## config.mk

```make
export PLATFORM = sky130hd
export DESIGN_NAME = shader_const_rom
export DESIGN_NICKNAME = d
export VERILOG_FILES = /design/src/source/shader_pkg.sv /design/src/source/shader_const_rom.sv
export VERILOG_INCLUDE_DIRS = /design/src /design/src/source
export SDC_FILE = /design/constraint.sdc
export NUM_CORES = 1
export LEC_CHECK = 0
export ABC_AREA = 0
export ABC_CLOCK_PERIOD_IN_PS = 1100
export BUFFER_PORTS_ARGS = -buffer_cell sky130_fd_sc_hd__buf_2
export CORE_MARGIN = 5
export CORE_UTILIZATION = 36
export DETAILED_ROUTE_END_ITERATION = 8
export PLACE_DENSITY_LB_ADDON = 0.1
export SYNTH_ARGS = -nofsm -noshare
export SYNTH_HDL_FRONTEND = slang
export SYNTH_SLANG_ARGS = --single-unit
```

## constraint.sdc

```tcl
create_clock -name clk -period 1.1 [get_ports clk]
set_input_delay 0.11 -clock clk [delete_from_list [all_inputs] [get_ports clk]]
set_output_delay 0.11 -clock clk [all_outputs]
set_load 0.02 [all_outputs]
```

## src/source/shader_params.svh

```systemverilog
`ifndef SHADER_PARAMS_SVH
`define SHADER_PARAMS_SVH

// Core geometry
`define SHADER_LANES 4
`define GROUP_BITS 2

// Register numbers and operand fields
`define SGPR_BITS 4
`define VGPR_BITS 4
`define IMM_BITS 12

// Data widths
`define WORD_BITS 32
`define PC_BITS 30

// Register files, tables and the constant ROM all share this read latency
`define REGFILE_STAGES 3

// Issue to result, including the output register in the top level
`define OPERAND_LATENCY 7

`endif

```

## src/source/shader_pkg.sv

```systemverilog
`include "shader_params.svh"

package shader_pkg;

	typedef logic [`WORD_BITS-1:0] word;

	typedef logic [`SGPR_BITS-1:0] sgpr_num;

	typedef logic [`VGPR_BITS-1:0] vgpr_num;

	typedef logic [`GROUP_BITS-1:0] group_id;

	typedef logic [`SHADER_LANES-1:0] lane_mask;

	typedef logic [`PC_BITS-1:0] word_ptr;

	typedef logic [`IMM_BITS-1:0] imm_t;

	// One data word per lane
	typedef word lane_words [`SHADER_LANES];

	// Where scalar operand B comes from
	typedef enum logic [1:0] {
		SRC_SGPR  = 2'd0,
		SRC_IMM   = 2'd1,
		SRC_CONST = 2'd2
	} operand_src;

endpackage

```

## src/source/shader_const_rom.sv

```systemverilog
`timescale 1ns/1ps

`include "shader_params.svh"

module shader_const_rom
	import shader_pkg::*;
(
	input  logic    clk,

	input  sgpr_num num,
	output word     value
);

	localparam int PIPE = `REGFILE_STAGES - 1;

	sgpr_num num_q;
	word     rom_data;
	word     value_pipe [PIPE];

	always_comb begin
		case (num_q)
			4'd0:    rom_data = 32'hffff_ffff;
			4'd1:    rom_data = 32'h7fff_ffff;
			4'd2:    rom_data = 32'h8000_0000;
			// IEEE single precision +1.0 and -1.0
			4'd3:    rom_data = 32'h3f80_0000;
			4'd4:    rom_data = 32'hbf80_0000;
			default: rom_data = '0;
		endcase
	end

	always_ff @(posedge clk) begin
		num_q <= num;
		value_pipe[0] <= rom_data;
		for (int i = 1; i < PIPE; i++)
			value_pipe[i] <= value_pipe[i - 1];
	end

	assign value = value_pipe[PIPE - 1];

endmodule

```

==> flow_summary.yaml <==
clocking:
  cts-htree-levels: 1
  clock-sinks: 10
  cts_setup_buffers: 0
  clock_path_buffers: 2
  clk_latency_ns: 0.26
  cts_root_buf: "clkbuf_4"
  cts_tree: "done"
  cts_buffers: 3
  path_clk_slew_ns: 0.07
timing:
  worstMarginPinSlew_ns: 0.182
  fin_crit_sh_pct: 93.1
  layout_min_cycle_time_ns: 1.02
  holdWs_ns: 0.322
  tns_ns: 0
  hold_violations: 0
  slew_headroom_pct: 87.8
  drv_slew: 0
  setup_viol: 0
  fmax_mhz: 976
  fin_skew_ns: 0.00570
  rsz0062_at_grt: "no"
critical_path:
  critical_path_class: "flop to output port"
  r2r-start: "num_q[1]"
  cp.arrival_ns: 0.91
  cp_max_fo: 24
  crit_path_end_kind: "output port"
  reg2reg_depth: 2
  required_ns: 0.99
  crit_end: "value[13]"
  rrSetupSlack_ns: 0.41
  startpoint_type: "flop"
  r2r-end: "value_pipe[0][29]"
  crit_path_start: "value_pipe[0][48]"
floorplan:
  fp-row-count: 13
  die_h_um: 46.2
  start_util_pct: 37.2
  io_pins: 37
  die_x_um: 46.2
  core-area_um2: 1270
  die_area_um2: 2130
detailed_routing:
  route.detailed.drc: 0
  firstDrtPassIters: 1
  wl_um: 661
  drt_iter0_drc: 0
  vias: 265
  antenna_left: 0
  wl_per_cell_um: 8.93
  via_per_inst: 3.58
grt:
  grt_start_max_net_pins: 25
  antenna_found_initial: 0
  grt_use_total_pct: 5.79
  grt_overflow: 0
  grt_pass1_vias: 214
  grt_pass1_wl_um: 862
finish:
  area_delta_synth_final_pct: 9.81
  final_cells: 74
  drive_above_1_share_pct: 71.2
  antenna_cells: 0
  nets: 65
yosys:
  ys_ff_latch: 10
  ys_types: 6
  yosys_warnings: 0
  synthCells: 46
  synth.cell_area_um2: 472
  synthTopCellsByArea: "buf_4, dfxtp_1, a211oi_2"
  synth_top_area_cell: "buf_4"
  avgSynthCellArea_um2: 10.3
  ys_seq_area_share_pct: 42.4
  syn_nets: 51
  synthDominantCellAreaShare_pct: 50.9
status:
  status: "complete, no violations"
power:
  p_leak_nw: 0.311
  powerDensity_nw_per_um2: 1670
  ir_drop_mv: 0.674
job:
  drv_cap: 0
placement:
  place_inst: 66
  io_buffer_count: 36
  place_congestion: 0.623
min_path:
  hp-class: "flop to flop"
## synth_stat cells (all sizes together)
library cell and n:
a211oi 2, buf 32, nor3 1, dfxtp 10, nor2b 1
## power breakdown
part           internal [W]  total, W  switching, W
Combinational     0.0000560  0.000154     0.0000980
Sequential         0.000382  0.000394     0.0000117
Clock              0.000200  0.000316      0.000116
## critical path: stages, from the launching register on
cell     delay (ns)
dfxtp_1        0.32
buf_6          0.15
buf_2          0.18
## metrics by stage
stage          setup slack (ns)  util (%)  total power [W]  area, um^2
6_report                 0.0759      40.8         0.000864         518
2_1_floorplan            0.0910         -         0.000559         472
4_1_cts                  0.0246      40.5         0.000881         514
3_3_place_gp              0.335      34.5         0.000547         438
5_1_grt                  0.0120      40.8         0.000911         518
3_5_place_dp              0.318      34.5         0.000547         438
## layer usage
layer  wire length, um  global-route usage, %  share of wire (%)  up-vias
li1                  -                      -                  -      137
met1               212                   4.66                 32      109
met2               354                   10.4                 54       19
met3                94                   1.17                 14        0
met4                 0                   6.82                  0        0
met5                 0                      0                  0        -
## cell families after synthesis
| logic type | count (synthesis) | synth area share [%] |
|---|---|---|
| AND/OR/NAND/NOR | 2 | 2.39 |
| flip-flops | 10 | 42.4 |
| AO/OA/AOI/OAI | 2 | 4.24 |
| buffers and inverters | 32 | 50.9 |
## final cells by class
type,instances,area [um^2]
sequential,10,200
fill,136,751
tap,15,18.8
multi-input combinational,4,31.3
clock buffer,4,36.3
timing repair buffer,41,231
## layout by cell type (no fill, tap or decap)
cell type,count
nor3_1,1
clkbuf_8,1
buf_2,36
dfxtp_1,10
a211oi_1,1
clkbuf_4,3
nor2b_1,1
a211oi_2,1
buf_6,1
dlygate4sd3_1,4
## repair_timing
action / in CTS / in global routing
endpoints found under the setup margin: 0 / 24
resized for setup: 0 / 1
hold endpoints to repair: 4 / 0
hold buffers: 4 / 0
## sequential cells by signal (all words and copies together) (netlist names)
name and count:
num_q 4, value_pipe 6
## worst min path at each step
stage / startpoint / end / slack [ns] / cells after the start
after global placement: num[2] / num_q[2] / 0.21 / 1
after floorplan: num[0] / num_q[0] / 0.14 / 0
after CTS: value_pipe[0][31] / value_pipe[0][63] / 0.33 / 0
after detailed placement: num[2] / num_q[2] / 0.21 / 1
final: value_pipe[0][31] / value_pipe[0][63] / 0.32 / 0
after global routing: value_pipe[0][30] / value_pipe[0][48] / 0.34 / 0
No activity file was read; power rests on OpenSTA's default activity.
