--- config.mk ---
export PLATFORM = sky130hd
export DESIGN_NAME = shader_regfile
export DESIGN_NICKNAME = d
export VERILOG_FILES = /design/src/source/shader_pkg.sv /design/src/source/shader_regfile.sv
export VERILOG_INCLUDE_DIRS = /design/src /design/src/source
export SDC_FILE = /design/constraint.sdc
export NUM_CORES = 1
export LEC_CHECK = 0
export ABC_AREA = 1
export BUFFER_PORTS_ARGS = -buffer_cell sky130_fd_sc_hd__buf_4
export CORE_ASPECT_RATIO = 1.25
export CORE_MARGIN = 2
export CORE_UTILIZATION = 42
export CTS_CLUSTER_DIAMETER = 60
export CTS_CLUSTER_SIZE = 12
export DETAILED_ROUTE_END_ITERATION = 7
export PLACE_DENSITY_LB_ADDON = 0.15
export SLEW_MARGIN = 20
export SYNTH_ARGS = -nofsm -noshare
export SYNTH_HDL_FRONTEND = slang
export SYNTH_SLANG_ARGS = --single-unit
--- constraint.sdc ---
create_clock -name clk -period 5.35 [get_ports clk]
set_clock_uncertainty 0.05 [all_clocks]
set_input_delay 0.2675 -clock clk [delete_from_list [all_inputs] [get_ports clk]]
set_output_delay 0.2675 -clock clk [all_outputs]
set_load 0.1 [all_outputs]
--- src/source/shader_params.svh ---
`ifndef SHADER_PARAMS_SVH
`define SHADER_PARAMS_SVH

// Core geometry
`define SHADER_LANES 4
`define GROUP_BITS 2

// Register numbers and operand fields
`define SGPR_BITS 4
`define VGPR_BITS 4
`define IMM_BITS 12

// Data widths
`define WORD_BITS 32
`define PC_BITS 30

// Register files, tables and the constant ROM all share this read latency
`define REGFILE_STAGES 3

// Issue to result, including the output register in the top level
`define OPERAND_LATENCY 7

`endif

--- src/source/shader_pkg.sv ---
`include "shader_params.svh"

package shader_pkg;

	typedef logic [`WORD_BITS-1:0] word;

	typedef logic [`SGPR_BITS-1:0] sgpr_num;

	typedef logic [`VGPR_BITS-1:0] vgpr_num;

	typedef logic [`GROUP_BITS-1:0] group_id;

	typedef logic [`SHADER_LANES-1:0] lane_mask;

	typedef logic [`PC_BITS-1:0] word_ptr;

	typedef logic [`IMM_BITS-1:0] imm_t;

	// One data word per lane
	typedef word lane_words [`SHADER_LANES];

	// Where scalar operand B comes from
	typedef enum logic [1:0] {
		SRC_SGPR  = 2'd0,
		SRC_IMM   = 2'd1,
		SRC_CONST = 2'd2
	} operand_src;

endpackage

--- src/source/shader_regfile.sv ---
`timescale 1ns/1ps

`include "shader_params.svh"

module shader_regfile
	import shader_pkg::*;
#(
	parameter int DEPTH_LOG = 1
) (
	input  logic                 clk,

	input  logic [DEPTH_LOG-1:0] read_a_num,
	input  logic [DEPTH_LOG-1:0] read_b_num,
	output word                  read_a_data,
	output word                  read_b_data,

	input  logic                 write,
	input  logic [DEPTH_LOG-1:0] write_num,
	input  word                  write_data
);

	localparam int PIPE = `REGFILE_STAGES - 1;

	// Both copies always hold the same contents, one per read port
	word file_a [1 << DEPTH_LOG];
	word file_b [1 << DEPTH_LOG];

	logic                 write_q;
	logic [DEPTH_LOG-1:0] write_num_q;
	word                  write_data_q;

	logic [DEPTH_LOG-1:0] read_a_num_q;
	logic [DEPTH_LOG-1:0] read_b_num_q;
	word                  a_pipe [PIPE];
	word                  b_pipe [PIPE];

	always_ff @(posedge clk) begin
		write_q <= write;
		write_num_q <= write_num;
		write_data_q <= write_data;

		if (write_q) begin
			file_a[write_num_q] <= write_data_q;
			file_b[write_num_q] <= write_data_q;
		end
	end

	always_ff @(posedge clk) begin
		read_a_num_q <= read_a_num;
		read_b_num_q <= read_b_num;

		a_pipe[0] <= file_a[read_a_num_q];
		b_pipe[0] <= file_b[read_b_num_q];
		for (int i = 1; i < PIPE; i++) begin
			a_pipe[i] <= a_pipe[i - 1];
			b_pipe[i] <= b_pipe[i - 1];
		end
	end

	assign read_a_data = a_pipe[PIPE - 1];
	assign read_b_data = b_pipe[PIPE - 1];

endmodule

==> qor.csv <==
metric,value,unit
hold path depth,0,
die area,0.0169,mm^2
clk buf depth,3,
"Seq/Total Area, Yosys",78.2,%
Die Wd,117,um
Worst-Margin Slew,969,ps
Synth Net Count,541,
Die H,145,um
first-pass GRT wire length,15200,um
DP Wirelength,5520,um
crit path kind,reg2reg,
FF-to-FF path depth,2,
total gr overflow,0,
pwr dens,476,mW/mm^2
"Slowest-stage cell, CP",nor2_4,
Max Fclk,0.642,GHz
Worst Path Arrival,1610,ps
drt drc,0,
largest net degree at the start of global routing,34,
hold path start,a_pipe[0][3],
total track usage,11.8,%
# setup viols final,0,
initial antenna violation count,0,
startpoint types,register,
synthesis-to-finish area growth,20.6,%
CP bufs+invs,1,
Hold EP,a_pipe[0][35],
syn_area_per_cell,13.2,um^2
Final Hold Fails,0,
CP max FO,32,
Slew Limit Fails,0,
CP top delay family,simple AND/OR/NAND/NOR gates,
DR iter-0 viols,83,
core area,0.0156,mm^2
# rows,51,
static leakage,0.00352,uW
WP data required,5400,ps
CTS Buf Count,22,
ant diodes,0,
I/O pins,101,
htree depth,1,
reg2reg end,file_a[0][9],
Crit. End Element,register,
CTS tree,done,
clock slew at reported path FFs,60,ps
Post-Syn Instances,504,
Hold Slack,270,ps
"Distinct cells, synth",12,
RSZ-0062 raised after global routing,false,
vias per cell,4.05,
port bufs,100,
max-cap violations,0,
status,"complete, no violations",
fin crit share,29.1,%
min Tclk post-route,1560,ps
synth warn,0,
Starting Density,42.7,%
post-synthesis register bit count,228,
R2R setup slack,3790,ps
CTS sink cnt,228,
share of cells above drive strength 1,23.6,%
Fill cells,1347,
"Clk Latency, worst-skew pair",490,ps
"slowest stage delay, CP",730,ps
Final ANT Viol Nets,0,
Peak VDD IR,275,uV
Final nets,624,
Hold WC Path Type,reg2reg,
relative slew slack,35.2,%
crit-path cells,"inv_1, nor2_4",
clk root buf,clkbuf_16,
RD Place Congestion,0.672,
vias in the first global route,3233,
TritonRoute pass-1 iters,4,
worst reg2reg startpoint,write_q,
synthesized cell area,0.00665,mm^2
Setup TNS,0,ps
Avg WL per Cell,12.0,um
Routed WL,9770,um
vias,3293,
[placed cells by master (no fill, tap or decap)]
master,synthesis,routed
nand2_1,180,180
dfxtp_1,164,162
buf_4,64,101
edfxtp_1,64,64
dlygate4sd3_1,0,36
clkbuf_16,0,23
clkbuf_1,0,16
nand2_2,13,13
inv_8,2,2
inv_1,2,2
dfxtp_2,0,2
nor2_4,0,1
[cell families (layout without fill, tap and decap cells)]
family | count (synthesis) | in the layout | synth area share, %
buf+inv | 82 | 180 | 10.3
flops | 228 | 228 | 78.2
simple gates | 194 | 194 | 11.4
[final cells by class]
type	instances	area (um^2)	area share, %
Sequential cell	228	5210	64.9
Timing Repair Buffer	137	1120	13.9
Multi-Input combinational cell	194	768	9.57
Clock buffer	39	636	7.92
Tap cell	212	265	3.31
Inverter	4	30.0	0.374
[worst reg2reg max path, delay by kind of cell (launching register included)]
kind / cells / cell delay, ps
DFF: 1 / 320
and+or+nand+nor: 1 / 730
buffers and inverters: 1 / 60
[through the flow]
stage	setup slack, ps	instance area [um^2]	instances	utilization (%)	power [uW]
finish	3790	8030	814	51.5	3820
global route	3640	8030	814	51.5	3970
CTS	3740	8030	814	51.5	3870
detailed placement	3740	7030	739	45.1	2480
global placement	3740	7030	739	45.1	2470
floorplan	3170	6650	504	-	2430
[sequential cells by signal, summed over array words and instances, names as in the netlist, named ones only]
| name | flops |
|---|---|
| write_data_q | 32 |
| b_pipe | 64 |
| write_num_q | 1 |
| file_a | 64 |
| a_pipe | 64 |
| write_q | 1 |
[layer usage]
layer | GRT usage (%) | part of all wire [%] | vias up
li1 | - | - | 1693
met2 | 21.3 | 52 | 93
met3 | 2.71 | 6.0 | 26
met4 | 6.63 | 3.5 | 0
met1 | 12.6 | 38 | 1481
met5 | 0 | 0 | -
[worst max-delay path by stage]
| stage | startpoint | endpoint | slack [ps] | cells after the start |
|---|---|---|---|---|
| 5_1_grt | write_q | file_a[0][9] | 3640 | 2 |
| 6_report | write_q | file_a[0][9] | 3790 | 2 |
| 4_1_cts | write_q | file_a[0][9] | 3740 | 2 |
| 2_1_floorplan | write_q | file_a[0][0] | 3170 | 2 |
| 3_3_place_gp | write_q | file_a[0][10] | 3740 | 2 |
| 3_5_place_dp | write_q | file_a[0][10] | 3740 | 2 |
[cell usage after synthesis]
library cell / n / area [um^2]
buf_12: 1 / 20.0
buf_4: 64 / 480
buf_6: 9 / 101
buf_8: 1 / 15.0
clkbuf_8: 3 / 41.3
dfxtp_1: 164 / 3280
edfxtp_1: 64 / 1920
inv_1: 2 / 7.51
inv_8: 2 / 22.5
nand2_1: 180 / 676
nand2_2: 13 / 81.3
nor2_1: 1 / 3.75
[where the power goes]
part           switching [uW]  internal, uW
registers                54.6          1910
clock network             563           798
logic                     381           108
[what timing repair did]
item | 4_1_cts | 5_1_grt
hold endpoints to repair | 36 | 0
gates resized for setup | 0 | 0
hold buffers | 36 | 0
setup buffers | 0 | 0
Power figures use the tool's default switching activity.
