### src/source/shader_params.svh
`ifndef SHADER_PARAMS_SVH
`define SHADER_PARAMS_SVH

// Core geometry
`define SHADER_LANES 4
`define GROUP_BITS 2

// Register numbers and operand fields
`define SGPR_BITS 4
`define VGPR_BITS 4
`define IMM_BITS 12

// Data widths
`define WORD_BITS 32
`define PC_BITS 30

// Register files, tables and the constant ROM all share this read latency
`define REGFILE_STAGES 3

// Issue to result, including the output register in the top level
`define OPERAND_LATENCY 7

`endif

### src/source/shader_pkg.sv
`include "shader_params.svh"

package shader_pkg;

	typedef logic [`WORD_BITS-1:0] word;

	typedef logic [`SGPR_BITS-1:0] sgpr_num;

	typedef logic [`VGPR_BITS-1:0] vgpr_num;

	typedef logic [`GROUP_BITS-1:0] group_id;

	typedef logic [`SHADER_LANES-1:0] lane_mask;

	typedef logic [`PC_BITS-1:0] word_ptr;

	typedef logic [`IMM_BITS-1:0] imm_t;

	// One data word per lane
	typedef word lane_words [`SHADER_LANES];

	// Where scalar operand B comes from
	typedef enum logic [1:0] {
		SRC_SGPR  = 2'd0,
		SRC_IMM   = 2'd1,
		SRC_CONST = 2'd2
	} operand_src;

endpackage

### src/source/shader_operand_mux.sv
`timescale 1ns/1ps

`include "shader_params.svh"

module shader_operand_mux
	import shader_pkg::*;
(
	input  logic       clk,

	input  operand_src b_src,
	input  word        imm_word,
	input  word        const_value,
	input  word        sgpr_a_data,
	input  word        sgpr_b_data,

	input  logic       swap,
	input  logic       a_bcast,
	input  logic       b_bcast,

	input  lane_words  vgpr_a_data,
	input  lane_words  vgpr_b_data,

	output lane_words  lane_a,
	output lane_words  lane_b
);

	word scalar_b_q;
	word scalar_a_out;
	word scalar_b_out;

	// SGPR A arrives one cycle after SGPR B, so B is held here until then
	always_ff @(posedge clk) begin
		case (b_src)
			SRC_IMM:   scalar_b_q <= imm_word;
			SRC_CONST: scalar_b_q <= const_value;
			default:   scalar_b_q <= sgpr_b_data;
		endcase
	end

	always_ff @(posedge clk) begin
		if (swap) begin
			scalar_a_out <= scalar_b_q;
			scalar_b_out <= sgpr_a_data;
		end else begin
			scalar_a_out <= sgpr_a_data;
			scalar_b_out <= scalar_b_q;
		end
	end

	always_ff @(posedge clk) begin
		for (int i = 0; i < `SHADER_LANES; i++) begin
			lane_a[i] <= a_bcast ? scalar_a_out : vgpr_a_data[i];
			lane_b[i] <= b_bcast ? scalar_b_out : vgpr_b_data[i];
		end
	end

	// The source code is built in the control module and must survive its delay line
	a_legal_src: assert property (@(posedge clk)
		!$isunknown(b_src) |-> b_src inside {SRC_SGPR, SRC_IMM, SRC_CONST});

endmodule

### config.mk
export PLATFORM = sky130hd
export DESIGN_NAME = shader_operand_mux
export DESIGN_NICKNAME = d
export VERILOG_FILES = /design/src/source/shader_pkg.sv /design/src/source/shader_operand_mux.sv
export VERILOG_INCLUDE_DIRS = /design/src /design/src/source
export SDC_FILE = /design/constraint.sdc
export NUM_CORES = 1
export LEC_CHECK = 0
export BUFFER_PORTS_ARGS = -buffer_cell sky130_fd_sc_hd__buf_2
export CORE_AREA = 2 2 252 254
export CTS_CLUSTER_SIZE = 24
export DETAILED_ROUTE_END_ITERATION = 8
export DIE_AREA = 0 0 254 256
export PLACE_DENSITY = 0.42
export SLEW_MARGIN = 20
export SYNTH_ARGS = -nofsm -noshare
export SYNTH_HDL_FRONTEND = slang
export SYNTH_SLANG_ARGS = --single-unit
### constraint.sdc
create_clock -name clk -period 1.1 [get_ports clk]
set_clock_uncertainty 0.1 [all_clocks]
set_input_delay 0.22 -clock clk [delete_from_list [all_inputs] [get_ports clk]]
set_output_delay 0.22 -clock clk [all_outputs]
set_load 0.03 [all_outputs]
==> results_dict.tcl <==
set metrics [dict create \
    hold_start "swap" \
    hp-class "input pin to flop" \
    max-clock-path-buffers 3 \
    critPathMaxFanout 1 \
    synth_warnings 0 \
    syn2layout_area_growth_pct 102.4 \
    start_kind "flop" \
    globalplace.congestion 0.8705 \
    root_buffer "clkbuf_16" \
    synth_fp_nets 1538 \
    dr_total_vias 11630 \
    utilization_pct 36.26 \
    ir_drop_uv 984.2 \
    cp.arrival_ns 1.04 \
    cts_made_buffers 43 \
    power_density_nw_per_um2 1615 \
    yosys.area.top_type_share_pct 63.04 \
    globalRouteTotalUtil_pct 15.04 \
    fin_nets 2593 \
    synth_seq_cells 352 \
    reg2reg_setup_slack_ns 0.04 \
    grt_pass1_vias 12730 \
    overflow 0 \
    outcome "complete, but fails checks" \
    min_to "scalar_a_out[0]" \
    core_um2 62390 \
    max_clock_freq_mhz 733.7 \
    cp-end-kind "primary output" \
    cts_tree "built" \
    crit_start "lane_a[24]" \
    path_delay_family "flip-flops" \
    rsz0062_at_grt "true" \
    portBuffers 645 \
    h-tree-depth 2 \
    ant_nets 0 \
    yosysTopAreaCell "dfxtp_1" \
    path_cells "buf_6" \
    drtIter0Drc 444 \
    cts_num_sinks 352 \
    finalCritPeriodShare_pct 123.9 \
    synthTopCellsByArea "dfxtp_1 63%, o21ai_0 13%, inv_1 8.7%" \
    routed_wl_mm 50.78 \
    critPathSlowestCell "dfxtp_2" \
    p_leak_nw 10.87 \
    post_drt_wl_per_cell_um 16.51 \
    num_io_pins 646 \
    synth_cells 1146 \
    violations "negative setup slack" \
    drt_pass1_iterations 4 \
    post-dp-hpwl_mm 37.13 \
    p_total_mw 36.52 \
    grt_pass1_wl_mm 73.51 \
    die_w_um 254 \
    cpPeakStageDelay_ns 0.34 \
    max_cap_violations 0 \
    setup_viol 256 \
    cts.clk_slew.worst_paths_ns 0.06 \
    hold_violations 0 \
    required_ns 0.78 \
    rr_startpoint "scalar_a_out[19]" \
    tns_ns -55.60 \
    hold_depth 3 \
    critical_path_class "flop to primary output" \
    rows 92 \
    timing.final.ws_setup_ns -0.2630 \
    maxSlewHeadroom_pct 69.04 \
    via_per_inst 3.781 \
    avgSynthCellArea_um2 9.754 \
    drc 0 \
    die_y_um 256 \
    report.final.slew_viol_count 0 \
    placedCellCount 2617 \
    worstMarginPinSlew_ns 0.4644 \
    r2r-end "lane_a[19]" \
    drive_gt1_share_pct 48.32 \
    min_period_ns 1.363 \
    seq_area_frac_synth_pct 63.04 \
    synth_cell_type_count 14 \
    start_util_pct 17.92 \
    path_buf_inv 1 \
    worstSkewPairLatency_ns 0.56 \
    instances_no_fill 3076 \
    die-area_um2 65020 \
    syn_area_um2 11180 \
    antenna_found_initial 4 \
    grt_max_degree 59 \
    rr_worst_depth 2 \
]
## how the worst max path moves through the flow
stage,to,slack (ns),cells past startpoint
finish,lane_a[24],-0.26,1
global route,lane_a[24],-0.31,1
CTS,lane_a[24],-0.32,1
detailed placement,scalar_b_q[7],-0.26,5
global placement,scalar_b_q[2],-0.20,5
floorplan,scalar_b_q[1],0.02,5
## sequential cells by signal, indices dropped and copies added, names as in the netlist
signal        flops
lane_b          128
scalar_a_out     32
scalar_b_q       32
scalar_b_out     32
lane_a          128
## timing repair
action	in CTS	in global routing
gates resized for setup	768	0
setup buffers	0	0
setup endpoints to repair	256	257
pin swaps	0	0
hold endpoints to repair	352	0
hold buffers	386	0
## logic make-up (layout without fill, tap and decap cells)
group | after synthesis | after routing | share of synthesized area [%]
AO/OA/AOI/OAI | 320 | 320 | 15.04
adder cells (fa/ha/maj) | 2 | 2 | 0.2238
buffers and inverters | 312 | 1395 | 11.80
flip-flops | 352 | 352 | 63.04
multiplexers | 64 | 64 | 6.447
other | 0 | 1 | 0
AND/OR/NAND/NOR | 96 | 96 | 3.448
## cell usage in the layout, fill, tap and decap left out, drive strengths merged
| master | count |
|---|---|
| diode | 1 |
| mux2 | 64 |
| buf | 679 |
| a22oi | 32 |
| ha | 2 |
| dfxtp | 352 |
| bufinv | 1 |
| clkbuf | 59 |
| clkinvlp | 2 |
| nand2 | 96 |
| o21ai | 288 |
| inv | 258 |
| dlygate4sd3 | 385 |
| clkinv | 11 |
## metal layers
layer / GRT usage (%) / wire length, um / vias up
met1: 14.80 / 17860 / 5298
met3: 3.915 / 3766 / 117
met2: 29.20 / 27130 / 509
met5: 0 / 21 / -
met4: 6.340 / 2008 / 4
li1: - / - / 5701
## metrics by stage
step           worst slack [ns]  instance area [um^2]  hold WS, ns
2_1_floorplan           0.02009                 11230       0.2286
3_3_place_gp            -0.2006                 15490       0.3244
3_5_place_dp            -0.2637                 15490       0.3296
4_1_cts                 -0.3208                 22630     0.002752
5_1_grt                 -0.3079                 22620      0.02679
6_report                -0.2630                 22620      0.03295
## cells in the mapped netlist, drive strengths merged
master  instances
buf            40
a22oi          32
dfxtp         352
ha              2
clkbuf         14
nand2          96
o21ai         288
mux2           64
inv           258
## report_power, final
| part | internal [mW] | switching [mW] | total, mW | leakage, nW |
|---|---|---|---|---|
| Clock | 8.08 | 5.61 | 13.7 | 0.665 |
| Combinational | 3.83 | 3.92 | 7.75 | 7.22 |
| Sequential | 14.3 | 0.774 | 15.1 | 2.99 |
| Total | 26.2 | 10.3 | 36.5 | 10.9 |
## layout make-up
type | instances | area [um^2]
clock buffer | 59 | 1239
timing repair buffer | 1064 | 9046
clock inverter | 14 | 111.4
antenna | 1 | 2.502
multi-input combinational | 482 | 2828
inverter | 258 | 968.4
tap | 846 | 1059
fill | 6213 | 39770
sequential | 352 | 7367
No activity file was read; power rests on OpenSTA's default activity.
