`config.mk`:
```
export PLATFORM = sky130hd
export DESIGN_NAME = shader_group_table
export DESIGN_NICKNAME = d
export VERILOG_FILES = /design/src/source/shader_pkg.sv /design/src/source/shader_group_table.sv
export VERILOG_INCLUDE_DIRS = /design/src /design/src/source
export SDC_FILE = /design/constraint.sdc
export NUM_CORES = 1
export LEC_CHECK = 0
export ABC_AREA = 1
export BUFFER_PORTS_ARGS = -buffer_cell sky130_fd_sc_hd__buf_2
export CAP_MARGIN = 5
export CELL_PAD_IN_SITES_DETAIL_PLACEMENT = 0
export CELL_PAD_IN_SITES_GLOBAL_PLACEMENT = 2
export CORE_AREA = 8 8 45 47
export DETAILED_ROUTE_END_ITERATION = 8
export DIE_AREA = 0 0 53 55
export HOLD_SLACK_MARGIN = 0.12
export PLACE_DENSITY_LB_ADDON = 0.15
export SLEW_MARGIN = 20
export SYNTH_ARGS = -nofsm -noshare
export SYNTH_HDL_FRONTEND = slang
export SYNTH_SLANG_ARGS = --single-unit
```
`constraint.sdc`:
```
create_clock -name clk -period 1.4 [get_ports clk]
set_clock_uncertainty 0.1 [all_clocks]
set_input_delay 0.28 -clock clk [delete_from_list [all_inputs] [get_ports clk]]
set_output_delay 0.28 -clock clk [all_outputs]
set_load 0.02 [all_outputs]
```
`src/source/shader_params.svh`:
```
`ifndef SHADER_PARAMS_SVH
`define SHADER_PARAMS_SVH

// Core geometry
`define SHADER_LANES 4
`define GROUP_BITS 2

// Register numbers and operand fields
`define SGPR_BITS 4
`define VGPR_BITS 4
`define IMM_BITS 12

// Data widths
`define WORD_BITS 32
`define PC_BITS 30

// Register files, tables and the constant ROM all share this read latency
`define REGFILE_STAGES 3

// Issue to result, including the output register in the top level
`define OPERAND_LATENCY 7

`endif

```
`src/source/shader_pkg.sv`:
```
`include "shader_params.svh"

package shader_pkg;

	typedef logic [`WORD_BITS-1:0] word;

	typedef logic [`SGPR_BITS-1:0] sgpr_num;

	typedef logic [`VGPR_BITS-1:0] vgpr_num;

	typedef logic [`GROUP_BITS-1:0] group_id;

	typedef logic [`SHADER_LANES-1:0] lane_mask;

	typedef logic [`PC_BITS-1:0] word_ptr;

	typedef logic [`IMM_BITS-1:0] imm_t;

	// One data word per lane
	typedef word lane_words [`SHADER_LANES];

	// Where scalar operand B comes from
	typedef enum logic [1:0] {
		SRC_SGPR  = 2'd0,
		SRC_IMM   = 2'd1,
		SRC_CONST = 2'd2
	} operand_src;

endpackage

```
`src/source/shader_group_table.sv`:
```
`timescale 1ns/1ps

`include "shader_params.svh"

module shader_group_table
	import shader_pkg::*;
#(
	parameter int DATA_WIDTH = 1,
	parameter int READ_PORTS = 1
) (
	input  logic                  clk,

	input  group_id               write_group,
	input  logic                  write_enable,
	input  logic [DATA_WIDTH-1:0] write,

	input  group_id               read_groups [READ_PORTS],
	output logic [DATA_WIDTH-1:0] read [READ_PORTS]
);

	localparam int GROUPS = 1 << `GROUP_BITS;
	localparam int PIPE = `REGFILE_STAGES - 1;

	logic                  write_enable_q;
	group_id               write_group_q;
	logic [DATA_WIDTH-1:0] write_q;

	always_ff @(posedge clk) begin
		write_enable_q <= write_enable;
		write_group_q <= write_group;
		write_q <= write;
	end

	// A private copy of the table per read port
	generate
		for (genvar p = 0; p < READ_PORTS; p++) begin : g_port
			logic [DATA_WIDTH-1:0] data [GROUPS];
			group_id               read_group_q;
			logic [DATA_WIDTH-1:0] read_pipe [PIPE];

			always_ff @(posedge clk) begin
				if (write_enable_q)
					data[write_group_q] <= write_q;

				read_group_q <= read_groups[p];
				read_pipe[0] <= data[read_group_q];
				for (int i = 1; i < PIPE; i++)
					read_pipe[i] <= read_pipe[i - 1];
			end

			assign read[p] = read_pipe[PIPE - 1];
		end
	endgenerate

endmodule

```
==> reports/metrics.yaml, run 1 <==
routed_wl_um: 581
synth_compound_area_frac: 0
post-cts-setup-buffers: 0
max_cap_viol_count: 0
clk_path_buf_depth: 2
slew_violations: 0
cp_max_fo: 1
synth_mux_area_frac: 0
ys_ff_latch: 12
hold_class: "reg -> reg"
avgViaCountPerCell: 3.98
synth_cells: 32
cp.required_ps: 1020
wire_per_inst_um: 8.94
firstDrtPassIters: 3
power_mw: 0.647
fmax_ghz: 0.907
postSynthAreaPerCell_um2: 11.5
drc_errors: 0
grt_pass1_vias: 276
start_util: 0.266
clkTransAtPathRegs_ps: 70
final_area_um2: 509
crit_family: "flip-flops"
diodes: 0
io_buffers: 7
globalRouteOverflowTotal: 0
cts-resized-gates: 0
critPathLaunch: "g_port[0].read_pipe[0][1]$_DFF_P_"
start_kind: "register"
period_needed_ps: 1100
yosysWarnings: 0
path_buf_inv: 1
die-area_um2: 2920
yosys.area_share.simple: 0.146
outcome: "finished, final reports clean"
grt_pass1_wl_mm: 1.08
ios: 8
dp_hpwl_um: 403
synth-xor-area-share: 0
num_vias: 259
place_area_um2: 423
synth_top_area_cell: "dfxtp_1"
p_leak_nw: 0.242
die_w_um: 53
ys_seq_area_frac: 0.762
timing.final.crit_share: 0.787
r2r-start: "write_group_q[0]$_DFF_P_"
grt_antenna_before_repair: 0
nNetsFinal: 57
grt.total_usage: 0.0555
hold_violations: 0
synth_top_area_frac: 0.435
layout_common_cells: "inv_1, dfxtp_1, buf_2"
cp_slowest_stage_delay_ps: 300
worstPathArrival_ps: 720
fin_tns_setup_ps: 0
cts_buffers: 3
power_density_nw_per_um2: 1270
drive_above_1_share: 0.224
synth_area_leaders: "dfxtp_1, edfxtp_1, inv_1"
grt_max_degree: 8
irDropWorstVdd_mv: 0.630
hold_start: "g_port[0].read_pipe[0][0]$_DFF_P_"
syn_nets: 39
synth_cell_types: 7
synth_top_family_by_area: "simple AND/OR/NAND/NOR gates"
fp-row-count: 14
placed_cells: 55
cp_cell_sequence: "buf_2"
slowest_stage: "dfxtp_1"
ant_nets: 0
yosys.area_share.adder: 0
tightest_slew_ps: 235
final_common_cell: "inv_1"
syn_area_um2: 368
rsz0062_at_grt: "false"
finalSetupViolations: 0
crit_path_end_kind: "output port"
gp_congestion: 0.554
cts_tree: "built"
syn_to_final_growth_pct: 38.4
cts_hold_buf: 6
cts.htree.levels: 1
die_h_um: 55
clkLatencyLatePin_ps: 270
core_area_um2: 1380
fin_cells: 65
path_class: "reg -> out"
cts_sinks: 12
cts_root_buffer: "clkbuf_4"
max_slew_margin: 0.842
fill_cells: 141
drt_iter0_drc: 4
metrics by stage:
stage | worst slack, ps | utilization | hold WS, ps
floorplan | 441 | - | 208
global placement | 389 | 0.306 | 216
detailed placement | 375 | 0.306 | 215
CTS | 279 | 0.368 | 233
global route | 251 | 0.368 | 235
finish | 298 | 0.368 | 229
cells in the mapped netlist:
cell / count
nor3_2: 1
nand2_1: 5
edfxtp_1: 4
inv_1: 9
nand3_1: 2
dfxtp_1: 8
nor3_1: 3
logic make-up after synthesis:
group                  after synthesis
buffers and inverters                9
DFF                                 12
and+or+nand+nor                     11
area by class of cell:
cell class | instances | area (um^2) | share of cell area
Clock buffer | 3 | 22.5 | 0.0442
Inverter | 9 | 33.8 | 0.0663
Multi-Input combinational cell | 11 | 53.8 | 0.106
Timing Repair Buffer | 13 | 95.1 | 0.187
Tap cell | 16 | 20.0 | 0.0393
Sequential cell | 12 | 280 | 0.550
Clock inverter | 1 | 3.75 | 0.00737
routing by layer:
layer	up-vias	global-route usage	share of wire
met5	-	0	0
met4	0	0.0259	0
met3	0	0.0588	0.12
met2	9	0.0859	0.49
met1	119	0.0447	0.39
li1	131	-	-
worst paths after layout:
kind,end,slack (ps),depth (start not counted)
max reg2reg,g_port[0].data[1]$_DFFE_PP_,370,2
min,g_port[0].read_pipe[0][1]$_DFF_P_,230,0
max,read,300,1
min reg2reg,g_port[0].read_pipe[0][1]$_DFF_P_,230,0
power breakdown:
| part | internal, mW | switching (mW) |
|---|---|---|
| Sequential | 0.380 | 0.00821 |
| Clock | 0.103 | 0.112 |
| Combinational | 0.0247 | 0.0185 |
| Total | 0.508 | 0.139 |
(Power assumes the default switching activity.)
==> run 2, diff against run 1 <==
--- a/config.mk
+++ b/config.mk
@@ -11,9 +11,9 @@
 export CAP_MARGIN = 5
 export CELL_PAD_IN_SITES_DETAIL_PLACEMENT = 0
 export CELL_PAD_IN_SITES_GLOBAL_PLACEMENT = 2
-export CORE_AREA = 8 8 45 47
+export CORE_MARGIN = 8
+export CORE_UTILIZATION = 26
 export DETAILED_ROUTE_END_ITERATION = 8
-export DIE_AREA = 0 0 53 55
 export HOLD_SLACK_MARGIN = 0.12
 export PLACE_DENSITY_LB_ADDON = 0.15
 export SLEW_MARGIN = 20
==> constraint.sdc (replaced) <==
create_clock -name clk -period 0.94 [get_ports clk]
set_clock_uncertainty 0.1 [all_clocks]
set_input_delay 0.188 -clock clk [delete_from_list [all_inputs] [get_ports clk]]
set_output_delay 0.188 -clock clk [all_outputs]
set_load 0.02 [all_outputs]
==> run 2 against run 1 <==
Net effect:
- wire length grew 4.0%
- count of clock-buffer cells in the layout is the same
- sequential power grew 50%
- global-route usage shrank 0.084 points
- register-to-register slack lost 410 ps
- worst hold slack gained 8.0 ps
- first-iteration DRC count shrank 75%
- critical endpoint unchanged
- non-clock buffer count is the same
- via count grew 0.39%
- combinational power grew 78%
- highest routed layer is now met4
- largest cell class unchanged
- the flow now finishes with violations (setup timing)
- cell count shrank 1.5%
- clock power grew 46%
==> reports/metrics.yaml, run 2 (synthesis gave the netlist of run 1 again) <==
outcome: "complete, but fails checks"
failed_checks: "setup timing"
ant_nets: 0  # unchanged
cp.required_ps: 650  # -370 ps
regArea_um2: 289  # +3.1%
timing.final.crit_share: 1.06
grt_pass1_vias: 269  # -2.5%
post-cts-setup-buffers: 0  # unchanged
worstPathArrival_ps: 710  # about the same
cts.htree.levels: 1  # unchanged
grt.total_usage: 0.0546  # -0.000837
routed_wl_um: 604  # +4.0%
worst_slack_ps: -54.5  # -352 ps
reg2reg_to: "g_port[0].data[2]$_DFFE_PP_"
fill_cells: 126  # -11%
cp_cell_sequence: "buf_6"
cts_tree: "built"
nNetsFinal: 57  # unchanged
hold_class: "reg -> reg"
fin_cells: 64  # -1.5%
drc_errors: 0  # unchanged
slew_violations: 0  # unchanged
max_cap_viol_count: 0  # unchanged
path_class: "reg -> out"
irDropWorstVdd_mv: 0.883  # +40%
crit_family: "flip-flops"
p_int_mw: 0.764  # +50%
cts_sinks: 12  # unchanged
globalRouteOverflowTotal: 0  # unchanged
p_leak_nw: 0.247  # +2.1%
clkTransAtPathRegs_ps: 70  # about the same
period_needed_ps: 995
gp_congestion: 0.619  # +12%
layout_common_cells: "inv_1, dlygate4sd3_1, buf_2"
cp_max_fo: 1  # unchanged
syn_to_final_growth_pct: 48.6
multi_input_area_um2: 75.1  # +40%
cts_buffers: 3  # unchanged
power_mw: 0.973  # +50%
die_w_um: 53.6  # +1.2%
fmax_ghz: 1.01
worst_r2r_path_depth: 2  # unchanged
holdPathStages: 0  # unchanged
ios: 8  # unchanged
max_slew_margin: 0.900  # +0.0580
hold_violations: 0  # unchanged
start_kind: "register"
whs_endpoint: "g_port[0].read_pipe[0][1]$_DFF_P_"
placed_cells: 54  # -1.8%
power_density_nw_per_um2: 1780  # +40%
avgViaCountPerCell: 4.06  # +2.0%
ff2ff_setup_slack_ps: -40  # -410 ps
fp-row-count: 13  # -1
drive_above_1_share: 0.408  # +0.184
io_buffers: 7  # unchanged
cts_root_buffer: "clkbuf_4"
rsz0062_at_grt: "true"
switching_power_mw: 0.209  # +51%
p_comb_frac: 0.079  # +0.012
swShare: 0.215  # +0.000327
wire_per_inst_um: 9.44  # +5.6%
core_area_um2: 1320  # -4.8%
tightest_slew_ps: 149  # -86.0 ps
diodes: 0  # unchanged
cp_slowest_stage_delay_ps: 320  # +20 ps
die_h_um: 53.6  # -2.5%
fin_tns_setup_ps: -153  # -153 ps
hold_start: "g_port[0].read_pipe[0][0]$_DFF_P_"
grt_antenna_before_repair: 0  # unchanged
path_buf_inv: 1  # unchanged
firstDrtPassIters: 2  # -1
drt_iter0_drc: 1  # -3
start_util: 0.279  # +0.0134
slowest_stage: "dfxtp_2"
crit_path_end_kind: "output port"
seqPwrFrac: 0.598  # -0.002
r2r-start: "write_group_q[1]$_DFF_P_"
grt_pass1_wl_mm: 1.05  # -2.6%
power.share.clock: 0.323  # -0.010
num_vias: 260  # +0.39%
clk_path_buf_depth: 2  # unchanged
grt_max_degree: 8  # unchanged
die-area_um2: 2870  # -1.4%
clkLatencyLatePin_ps: 270  # about the same
dp_hpwl_um: 421  # +4.3%
finalSetupViolations: 4  # +4
## run 2: cell counts in the layout (fill, tap and decap cells not counted)
No cell type changed its count.
## run 2: worst max path at each step
stage,startpoint,endpoint,cells after the start
final,g_port[0].read_pipe[0][1]$_DFF_P_,read,1
after global routing,g_port[0].read_pipe[0][1]$_DFF_P_,read,1
after CTS,g_port[0].read_pipe[0][1]$_DFF_P_,read,1
after detailed placement,write_group_q[1]$_DFF_P_,g_port[0].data[2]$_DFFE_PP_,2
after global placement,write_group_q[1]$_DFF_P_,g_port[0].data[2]$_DFFE_PP_,2
after floorplan,write_group_q[1]$_DFF_P_,g_port[0].data[2]$_DFFE_PP_,2
## run 2: layer usage
layer | wire length, um | vias to the layer above | global-route usage
li1 | - | 132 | -
met3 | 57 | 2 | 0.0579
met2 | 318 | 7 | 0.0801
met1 | 214 | 119 | 0.0478
met5 | 0 | - | 0
met4 | 13 | 0 | 0.0252
## run 2: area by class of cell
type,instances,area share
Clock buffer,3,0.0412
Sequential cell,12,0.529
Timing Repair Buffer,13,0.185
Inverter,9,0.0664
Clock inverter,1,0.00686
Tap cell,15,0.0343
Multi-Input combinational cell,11,0.137
## run 2: stage by stage
| stage | area, um^2 | util | setup slack (ps) | hold WS (ps) |
|---|---|---|---|---|
| 2_1_floorplan | 369 | - | -18.6 | 116 |
| 3_3_place_gp | 423 | 0.321 | -98.8 | 190 |
| 3_5_place_dp | 423 | 0.321 | -122 | 192 |
| 4_1_cts | 533 | 0.405 | -70.2 | 245 |
| 5_1_grt | 547 | 0.415 | -91.6 | 252 |
| 6_report | 547 | 0.415 | -54.5 | 237 |
## run 2: what timing repair did
action	4_1_cts	5_1_grt
endpoints found under the setup margin	5	5
hold buffers	6	0
hold endpoints to repair	6	0
resized for setup	9	5
pin swaps	1	1
## run 2: power by group through the flow
stage / Sequential [mW] / Combinational [mW] / Clock [mW]
after global routing: 0.586 / 0.0844 / 0.373
final: 0.582 / 0.0771 / 0.314
after detailed placement: 0.592 / 0.0457 / 0
after CTS: 0.584 / 0.0735 / 0.339
after global placement: 0.591 / 0.0454 / 0
after floorplan: 0.594 / 0.0216 / 0
