`src/source/shader_params.svh`:
```
`ifndef SHADER_PARAMS_SVH
`define SHADER_PARAMS_SVH

// Core geometry
`define SHADER_LANES 4
`define GROUP_BITS 2

// Register numbers and operand fields
`define SGPR_BITS 4
`define VGPR_BITS 4
`define IMM_BITS 12

// Data widths
`define WORD_BITS 32
`define PC_BITS 30

// Register files, tables and the constant ROM all share this read latency
`define REGFILE_STAGES 3

// Issue to result, including the output register in the top level
`define OPERAND_LATENCY 7

`endif

```
`src/source/shader_pkg.sv`:
```
`include "shader_params.svh"

package shader_pkg;

	typedef logic [`WORD_BITS-1:0] word;

	typedef logic [`SGPR_BITS-1:0] sgpr_num;

	typedef logic [`VGPR_BITS-1:0] vgpr_num;

	typedef logic [`GROUP_BITS-1:0] group_id;

	typedef logic [`SHADER_LANES-1:0] lane_mask;

	typedef logic [`PC_BITS-1:0] word_ptr;

	typedef logic [`IMM_BITS-1:0] imm_t;

	// One data word per lane
	typedef word lane_words [`SHADER_LANES];

	// Where scalar operand B comes from
	typedef enum logic [1:0] {
		SRC_SGPR  = 2'd0,
		SRC_IMM   = 2'd1,
		SRC_CONST = 2'd2
	} operand_src;

endpackage

```
`src/source/shader_operand_ctrl.sv`:
```
`timescale 1ns/1ps

`include "shader_params.svh"

module shader_operand_ctrl
	import shader_pkg::*;
(
	input  logic       clk,
	input  logic       rst_n,

	input  logic       op_valid,
	input  group_id    op_group,
	input  sgpr_num    a_sgpr,
	input  vgpr_num    a_vgpr,
	input  vgpr_num    b_vgpr,
	input  imm_t       b_imm,
	input  logic       a_scalar,
	input  logic       b_scalar,
	input  logic       b_is_imm,
	input  logic       b_is_const,
	input  logic       scalar_rev,

	output group_id    sgpr_a_group,
	output sgpr_num    sgpr_a_num,
	output group_id    vgpr_group,
	output vgpr_num    vgpr_a_num,
	output vgpr_num    vgpr_b_num,
	output operand_src b_src,
	output word        imm_word,
	output logic       swap,
	output logic       a_bcast,
	output logic       b_bcast,
	output logic       valid_out
);

	localparam int SRC_DELAY = `REGFILE_STAGES;
	localparam int SWAP_DELAY = `REGFILE_STAGES + 1;
	localparam int BCAST_DELAY = `REGFILE_STAGES + 2;
	// The top level registers the last stage
	localparam int VALID_DELAY = `OPERAND_LATENCY - 1;

	operand_src              b_src_issue;
	operand_src              src_pipe [SRC_DELAY];
	word                     imm_pipe [SRC_DELAY];
	logic [SWAP_DELAY-1:0]   swap_pipe;
	logic [BCAST_DELAY-1:0]  a_bcast_pipe;
	logic [BCAST_DELAY-1:0]  b_bcast_pipe;
	logic [VALID_DELAY-1:0]  valid_pipe;

	group_id group_q1;
	group_id group_q2;
	sgpr_num a_sgpr_q;
	vgpr_num a_vgpr_q1;
	vgpr_num a_vgpr_q2;
	vgpr_num b_vgpr_q1;
	vgpr_num b_vgpr_q2;

	// Immediate wins over the constant ROM
	always_comb begin
		if (b_is_imm)
			b_src_issue = SRC_IMM;
		else if (b_is_const)
			b_src_issue = SRC_CONST;
		else
			b_src_issue = SRC_SGPR;
	end

	always_ff @(posedge clk) begin
		a_sgpr_q <= a_sgpr;
		group_q1 <= op_group;
		group_q2 <= group_q1;

		a_vgpr_q1 <= a_vgpr;
		a_vgpr_q2 <= a_vgpr_q1;
		b_vgpr_q1 <= b_vgpr;
		b_vgpr_q2 <= b_vgpr_q1;

		src_pipe[0] <= b_src_issue;
		imm_pipe[0] <= {{(`WORD_BITS - `IMM_BITS){1'b0}}, b_imm};
		for (int i = 1; i < SRC_DELAY; i++) begin
			src_pipe[i] <= src_pipe[i - 1];
			imm_pipe[i] <= imm_pipe[i - 1];
		end

		swap_pipe <= {swap_pipe[SWAP_DELAY-2:0], scalar_rev};
		a_bcast_pipe <= {a_bcast_pipe[BCAST_DELAY-2:0], a_scalar};
		b_bcast_pipe <= {b_bcast_pipe[BCAST_DELAY-2:0], b_scalar};
	end

	always_ff @(posedge clk) begin
		if (!rst_n)
			valid_pipe <= '0;
		else
			valid_pipe <= {valid_pipe[VALID_DELAY-2:0], op_valid};
	end

	assign sgpr_a_group = group_q1;
	assign sgpr_a_num = a_sgpr_q;
	assign vgpr_group = group_q2;
	assign vgpr_a_num = a_vgpr_q2;
	assign vgpr_b_num = b_vgpr_q2;
	assign b_src = src_pipe[SRC_DELAY - 1];
	assign imm_word = imm_pipe[SRC_DELAY - 1];
	assign swap = swap_pipe[SWAP_DELAY - 1];
	assign a_bcast = a_bcast_pipe[BCAST_DELAY - 1];
	assign b_bcast = b_bcast_pipe[BCAST_DELAY - 1];
	assign valid_out = valid_pipe[VALID_DELAY - 1];

	// The issuer picks at most one non-register source for B
	a_one_b_source: assert property (@(posedge clk) disable iff (!rst_n)
		op_valid |-> !(b_is_imm && b_is_const));

	a_reset_flush: assert property (@(posedge clk) !rst_n |=> !valid_out);

endmodule

```
`config.mk`:
```
export PLATFORM = sky130hd
export DESIGN_NAME = shader_operand_ctrl
export DESIGN_NICKNAME = d
export VERILOG_FILES = /design/src/source/shader_pkg.sv /design/src/source/shader_operand_ctrl.sv
export VERILOG_INCLUDE_DIRS = /design/src /design/src/source
export SDC_FILE = /design/constraint.sdc
export NUM_CORES = 1
export LEC_CHECK = 0
export ABC_AREA = 1
export BUFFER_PORTS_ARGS = -buffer_cell sky130_fd_sc_hd__buf_2
export CAP_MARGIN = 40
export CORE_AREA = 3 3 76 78
export DETAILED_ROUTE_END_ITERATION = 12
export DIE_AREA = 0 0 79 81
export PLACE_DENSITY = 0.76
export REMOVE_ABC_BUFFERS = 1
export SYNTH_ARGS = -nofsm -noshare
export SYNTH_HDL_FRONTEND = slang
export SYNTH_SLANG_ARGS = --single-unit
```
`constraint.sdc`:
```
create_clock -name clk -period 0.8 [get_ports clk]
set_input_delay 0.12 -clock clk [delete_from_list [all_inputs] [get_ports clk]]
set_output_delay 0.12 -clock clk [all_outputs]
set_load 0.05 [all_outputs]
```
==> results of run 1 <==
==> sequential cells by signal, summed over array words and instances (netlist names), 5 cells and up <==
| name | count |
|---|---|
| imm_pipe | 36 |
| b_bcast_pipe | 5 |
| src_pipe | 6 |
| a_bcast_pipe | 5 |
| valid_pipe | 6 |
==> cell families after synthesis <==
group	count (synthesis)	share of synthesized area
flops	86	0.847
buf+inv	41	0.138
simple gates	7	0.0129
other cells	1	0.00184
==> per-stage QoR <==
step                TNS [ps]  hold WS [ps]   util  worst slack [ps]  instance area (um^2)
finish                 -4610          35.0  0.609              -157                  3130
global route           -6500          25.9  0.609              -221                  3130
CTS                    -5380          10.7  0.605              -169                  3110
detailed placement         0           224  0.442               114                  2270
global placement           0           223  0.442               128                  2270
floorplan                  0           148      -              39.1                  1850
==> worst min path at each step <==
stage	from	to	slack, ps	depth (start not counted)
floorplan	a_scalar	a_bcast_pipe[0]	150	0
global placement	b_vgpr[3]	b_vgpr_q1[3]	220	1
detailed placement	a_vgpr[2]	a_vgpr_q1[2]	220	1
CTS	rst_n	valid_pipe[5]	10	3
global route	rst_n	valid_pipe[1]	30	3
finish	rst_n	valid_pipe[1]	30	3
==> cells in the mapped netlist (all sizes together) <==
cell type,n
dfxtp,86
buf,34
inv,7
nand2,6
conb,1
nor2,1
==> per-layer routing <==
layer,part of all wire,vias to the layer above,global-route usage
met1,0.34,457,0.102
met4,0.014,0,0.0773
met2,0.54,61,0.210
met5,0,-,0
met3,0.11,8,0.0754
li1,-,537,-
==> area by class of cell <==
type | instances | area share
repair buffers | 99 | 0.306
clock inverters | 6 | 0.0224
inverters | 7 | 0.00839
flip-flops and latches | 86 | 0.563
clock buffers | 9 | 0.0396
well taps | 70 | 0.0280
multi-input cells | 27 | 0.0324
==> layout by cell type, fill, tap and decap left out, drive strengths merged <==
cell	count
nand2	6
clkbuf	9
conb	20
dlygate4sd3	32
bufinv	1
inv	9
clkinvlp	3
nor2	1
buf	67
dfxtp	86
==> report_power, final <==
group	leakage (nW)	total, mW	internal (mW)	switching, mW
Combinational	0.637	0.980	0.374	0.607
Clock	0.0883	2.86	1.44	1.41
Sequential	0.725	4.60	4.52	0.0839
Total	1.45	8.44	6.34	2.10
==> repair_timing <==
item | in CTS | in global routing
hold buffers | 32 | 0
hold endpoints to repair | 32 | 0
setup buffers | 0 | 0
resized for setup | 120 | 6
endpoints found under the setup margin | 34 | 34
==> run_results.csv, run 1 <==
group,metric,value,unit
routing,drt_iter0_markers,19,
timing,rsz0062_at_grt,"true",
global_route,grt_max_degree,16,
synth,yosys.area.top_type,"dfxtp_1",
pwr,power,8.44,mW
floorplanning,core.rowCount,26,
timing,finalMaxSlewViolations,0,
timing,skew,7.62,ps
global_route,grt_use_total,0.120,
critical_path,critPathMaxStageDelay,350,ps
global_route,grt_pass1_wl,5.28,mm
clocking,cts_tree,"done",
critical_path,startpoint,"sgpr_a_group[1]",
status,violations,"negative setup slack",
routing,route.vias.total,1063,
floorplanning,die_x,79,um
global_route,grt_overflow,0,
synth,synth_area_per_cell,15.1,um^2
pwr,ir_drop,1250,uV
status,status,"finished with violations",
routing,drc,0,
clocking,htree_levels,3,
synth,synthTopCellsByArea,"dfxtp_1 85%, buf_4 13%, inv_1 1.3%",
critical_path,cp-start-kind,"flip-flop",
critical_path,crit_fanout,2,
floorplanning,core_area,5140,um^2
routing,avgViaCountPerCell,3.50,
timing,final_hold_viol_count,0,
critical_path,crit_buf_inv,1,
critical_path,cp.depth,1,
critical_path,regToRegSetupSlack,320,ps
timing,timing.fmax,1.04,GHz
final_layout,syn_to_final_growth,54.0,%
synth,ys_ff_latch,86,
critical_path,cp.arrival,840,ps
critical_path,path_cells,"buf_8",
placement,dp_cells,257,
clocking,path_clk_slew,80,ps
routing,wirelength,3.43,mm
clocking,root_buffer,"clkbuf_8",
placement,gp_congestion,0.590,
floorplanning,die_h,81,um
critical_path,r2r_cells,2,
critical_path,rr_endpoint,"valid_pipe[2]",
final_layout,layout-drive-gt1-share,0.496,
clocking,clock_latency,340,ps
timing,setup_ws,-157,ps
timing,setup_violations,34,
routing,firstDrtPassIters,2,
clocking,clock_sinks,86,
timing,period_share,1.20,
final_layout,multi_input_area,101,um^2
final_layout,n_antenna_cell,0,
worst_hold_path,hold_path_class,"in -> reg",
placement,dp_hpwl,1.81,mm
critical_path,crit_required,680,ps
synth,synth.distinct_cells,6,
global_route,grt_antenna_before_repair,0,
pwr,p_leak,1.45,nW
critical_path,endpoint,"sgpr_a_group[1]",
placement,port_buffers,67,
floorplanning,die_area,6400,um^2
critical_path,end_kind,"output pin",
synth,synth_top_area_frac,0.847,
critical_path,worst-setup-path-type,"reg -> out",
synth,synthCells,135,
final_layout,nFillCells,386,
synth,yosysWarnings,0,
clocking,numCtsBuffers,9,
critical_path,r2r_start,"valid_pipe[1]",
clocking,cts_max_path_buffers,2,
critical_path,cp_top_family,"flip-flops",
timing,fin_crit,957,ps
routing,antenna_left,0,
critical_path,slowest_stage,"dfxtp_2",
job,cap_violations,0,
global_route,grt_pass1_vias,1083,
floorplanning,ioPinCount,88,
final_layout,ff_latch_area,1760,um^2
synth,ys_seq_area_frac,0.847,
final_layout,fin_cells,304,
pwr,powerDensity,2690,nW/um^2
floorplanning,initial_core_util,0.396,
final_layout,fin_nets,264,
routing,wl_per_cell,11.3,um
synth,synthesis.area,2030,um^2
No activity file was read; power rests on OpenSTA's default activity.
==> run 2, diff against run 1 <==
- BUFFER_PORTS_ARGS: -buffer_cell sky130_fd_sc_hd__buf_2 -> default
- CORE_AREA: 3 3 76 78 -> 3 3 72 74
- DIE_AREA: 0 0 79 81 -> 0 0 75 77
- DONT_BUFFER_PORTS: default -> 1
- PLACE_DENSITY: 0.76 -> 0.66
==> run_results.csv, run 2 (synthesis results as in run 1) <==
group,metric,value,unit
status,status,"finished with violations",
status,violations,"negative setup slack",
routing,antenna_left,0,
floorplanning,ioPinCount,88,
timing,finalMaxSlewViolations,0,
final_layout,post-route-util,0.685,
routing,firstDrtPassIters,2,
global_route,grt_overflow,0,
final_layout,n_antenna_cell,0,
placement,pre_cts_ws,148,ps
timing,setup_ws,-151,ps
worst_hold_path,min_to,"imm_pipe[0][75]",
worst_hold_path,worstHoldPathCells,0,
clocking,path_clk_slew,80,ps
final_layout,layout-drive-gt1-share,0.414,
floorplanning,core_area,4660,um^2
floorplanning,die_area,5780,um^2
critical_path,crit_fanout,1,
timing,timing.fmax,1.05,GHz
placement,post_dp_cell_area,2600,um^2
critical_path,end_kind,"output pin",
placement,gp_congestion,0.611,
routing,drc,0,
clocking,root_buffer,"clkbuf_8",
clocking,htree_levels,3,
critical_path,r2r_start,"sgpr_a_group[1]",
final_layout,largest_register,"imm_pipe",
timing,tns,-4520,ps
critical_path,r2r_cells,1,
critical_path,slowest_stage,"dfxtp_2",
routing,avgViaCountPerCell,3.76,
critical_path,worst-setup-path-type,"reg -> out",
clocking,numCtsBuffers,9,
routing,drt_iter0_markers,25,
critical_path,path_cells,"buf_12",
routing,wl_per_cell,12.9,um
final_layout,layout_common_cells,"52 x dfxtp_1, 34 x dfxtp_2, 34 x buf_12, 33 x dlygate4sd3_1, 20 x conb_1",
critical_path,crit_buf_inv,1,
final_layout,final_common_cell,"dfxtp_1",
clocking,clock_latency,330,ps
critical_path,rr_endpoint,"vgpr_group[1]",
timing,fin_crit,951,ps
global_route,grt_max_degree,16,
final_layout,largestRegisters,"imm_pipe (36), src_pipe (6), valid_pipe (6)",
placement,port_buffers,0,
placement,dp_hpwl,2.22,mm
global_route,grt_antenna_before_repair,0,
job,cap_violations,0,
critical_path,crit_required,680,ps
timing,rsz0062_at_grt,"true",
final_layout,largest_register_ffs,36,
timing,final_hold_viol_count,0,
pwr,p_leak,1.42,nW
pwr,powerDensity,2780,nW/um^2
global_route,grt_pass1_wl,5.08,mm
routing,wirelength,3.32,mm
global_route,grt_pass1_vias,1026,
timing,skew,6.82,ps
timing,period_share,1.19,
critical_path,cp-start-kind,"flip-flop",
final_layout,fin_nets,232,
timing,setup_violations,34,
critical_path,cp_top_family,"flip-flops",
clocking,cts_tree,"done",
floorplanning,die_h,77,um
clocking,cts_max_path_buffers,2,
worst_hold_path,hold_path_class,"reg -> reg",
critical_path,cp.arrival,830,ps
final_layout,syn_to_final_growth,57.0,%
floorplanning,initial_core_util,0.436,
worst_hold_path,hp-start,"imm_pipe[0][43]",
critical_path,critPathMaxStageDelay,360,ps
routing,route.vias.total,967,
global_route,grt_use_total,0.126,
critical_path,regToRegSetupSlack,210,ps
pwr,ir_drop,1590,uV
floorplanning,core.rowCount,25,
floorplanning,die_x,75,um
final_layout,design_area,3190,um^2
clocking,clock_sinks,86,
clocking,post_cts_buffers,0,
## run 2: cell types whose count changed in the layout (fill, tap and decap cells not counted), sizes merged
cell         delta
buf            -33
clkinv          +2
bufinv          +1
clkinvlp        -1
dlygate4sd3     +1
inv             -1
## run 2: power breakdown
group	internal, mW	switching [mW]
registers	4.52	0.105
clock network	1.77	1.44
logic	0.438	0.589
## run 2: worst max-delay path by stage
stage                               start         endpoint  cells past startpoint
after floorplan           sgpr_a_group[0]    vgpr_group[0]                      0
after global placement    sgpr_a_group[0]  sgpr_a_group[0]                      1
after detailed placement  sgpr_a_group[0]  sgpr_a_group[0]                      1
after CTS                 sgpr_a_group[0]  sgpr_a_group[0]                      1
after global routing      sgpr_a_group[1]  sgpr_a_group[1]                      1
final                       vgpr_b_num[1]    vgpr_b_num[1]                      1
## run 2: area by class of cell
type,instances,area [um^2]
Sequential cell,86,1760
Tap cell,54,67.6
Fill cell,312,1470
Clock inverter,7,97.6
Timing Repair Buffer,67,1010
Clock buffer,9,124
Inverter,7,26.3
Multi-Input combinational cell,27,101
## run 2: layer usage
metal | share of wire | GRT usage | vias up
met5 | 0 | 0 | -
met4 | 0.0066 | 0.0480 | 0
met3 | 0.12 | 0.0773 | 2
met2 | 0.55 | 0.221 | 70
met1 | 0.32 | 0.112 | 422
li1 | - | - | 473
## run 2: metrics by stage
step / total power [mW] / hold WS (ps) / instances
global placement: 5.58 / 148 / 208
detailed placement: 5.60 / 148 / 208
finish: 8.86 / 324 / 257
floorplan: 5.16 / 148 / 120
CTS: 8.97 / 297 / 257
global route: 9.21 / 286 / 257
## run 2: repair_timing
action / 4_1_cts / 5_1_grt
hold endpoints to repair: 37 / 0
hold buffers: 33 / 0
gates resized for setup: 34 / 0
endpoints found under the setup margin: 34 / 34
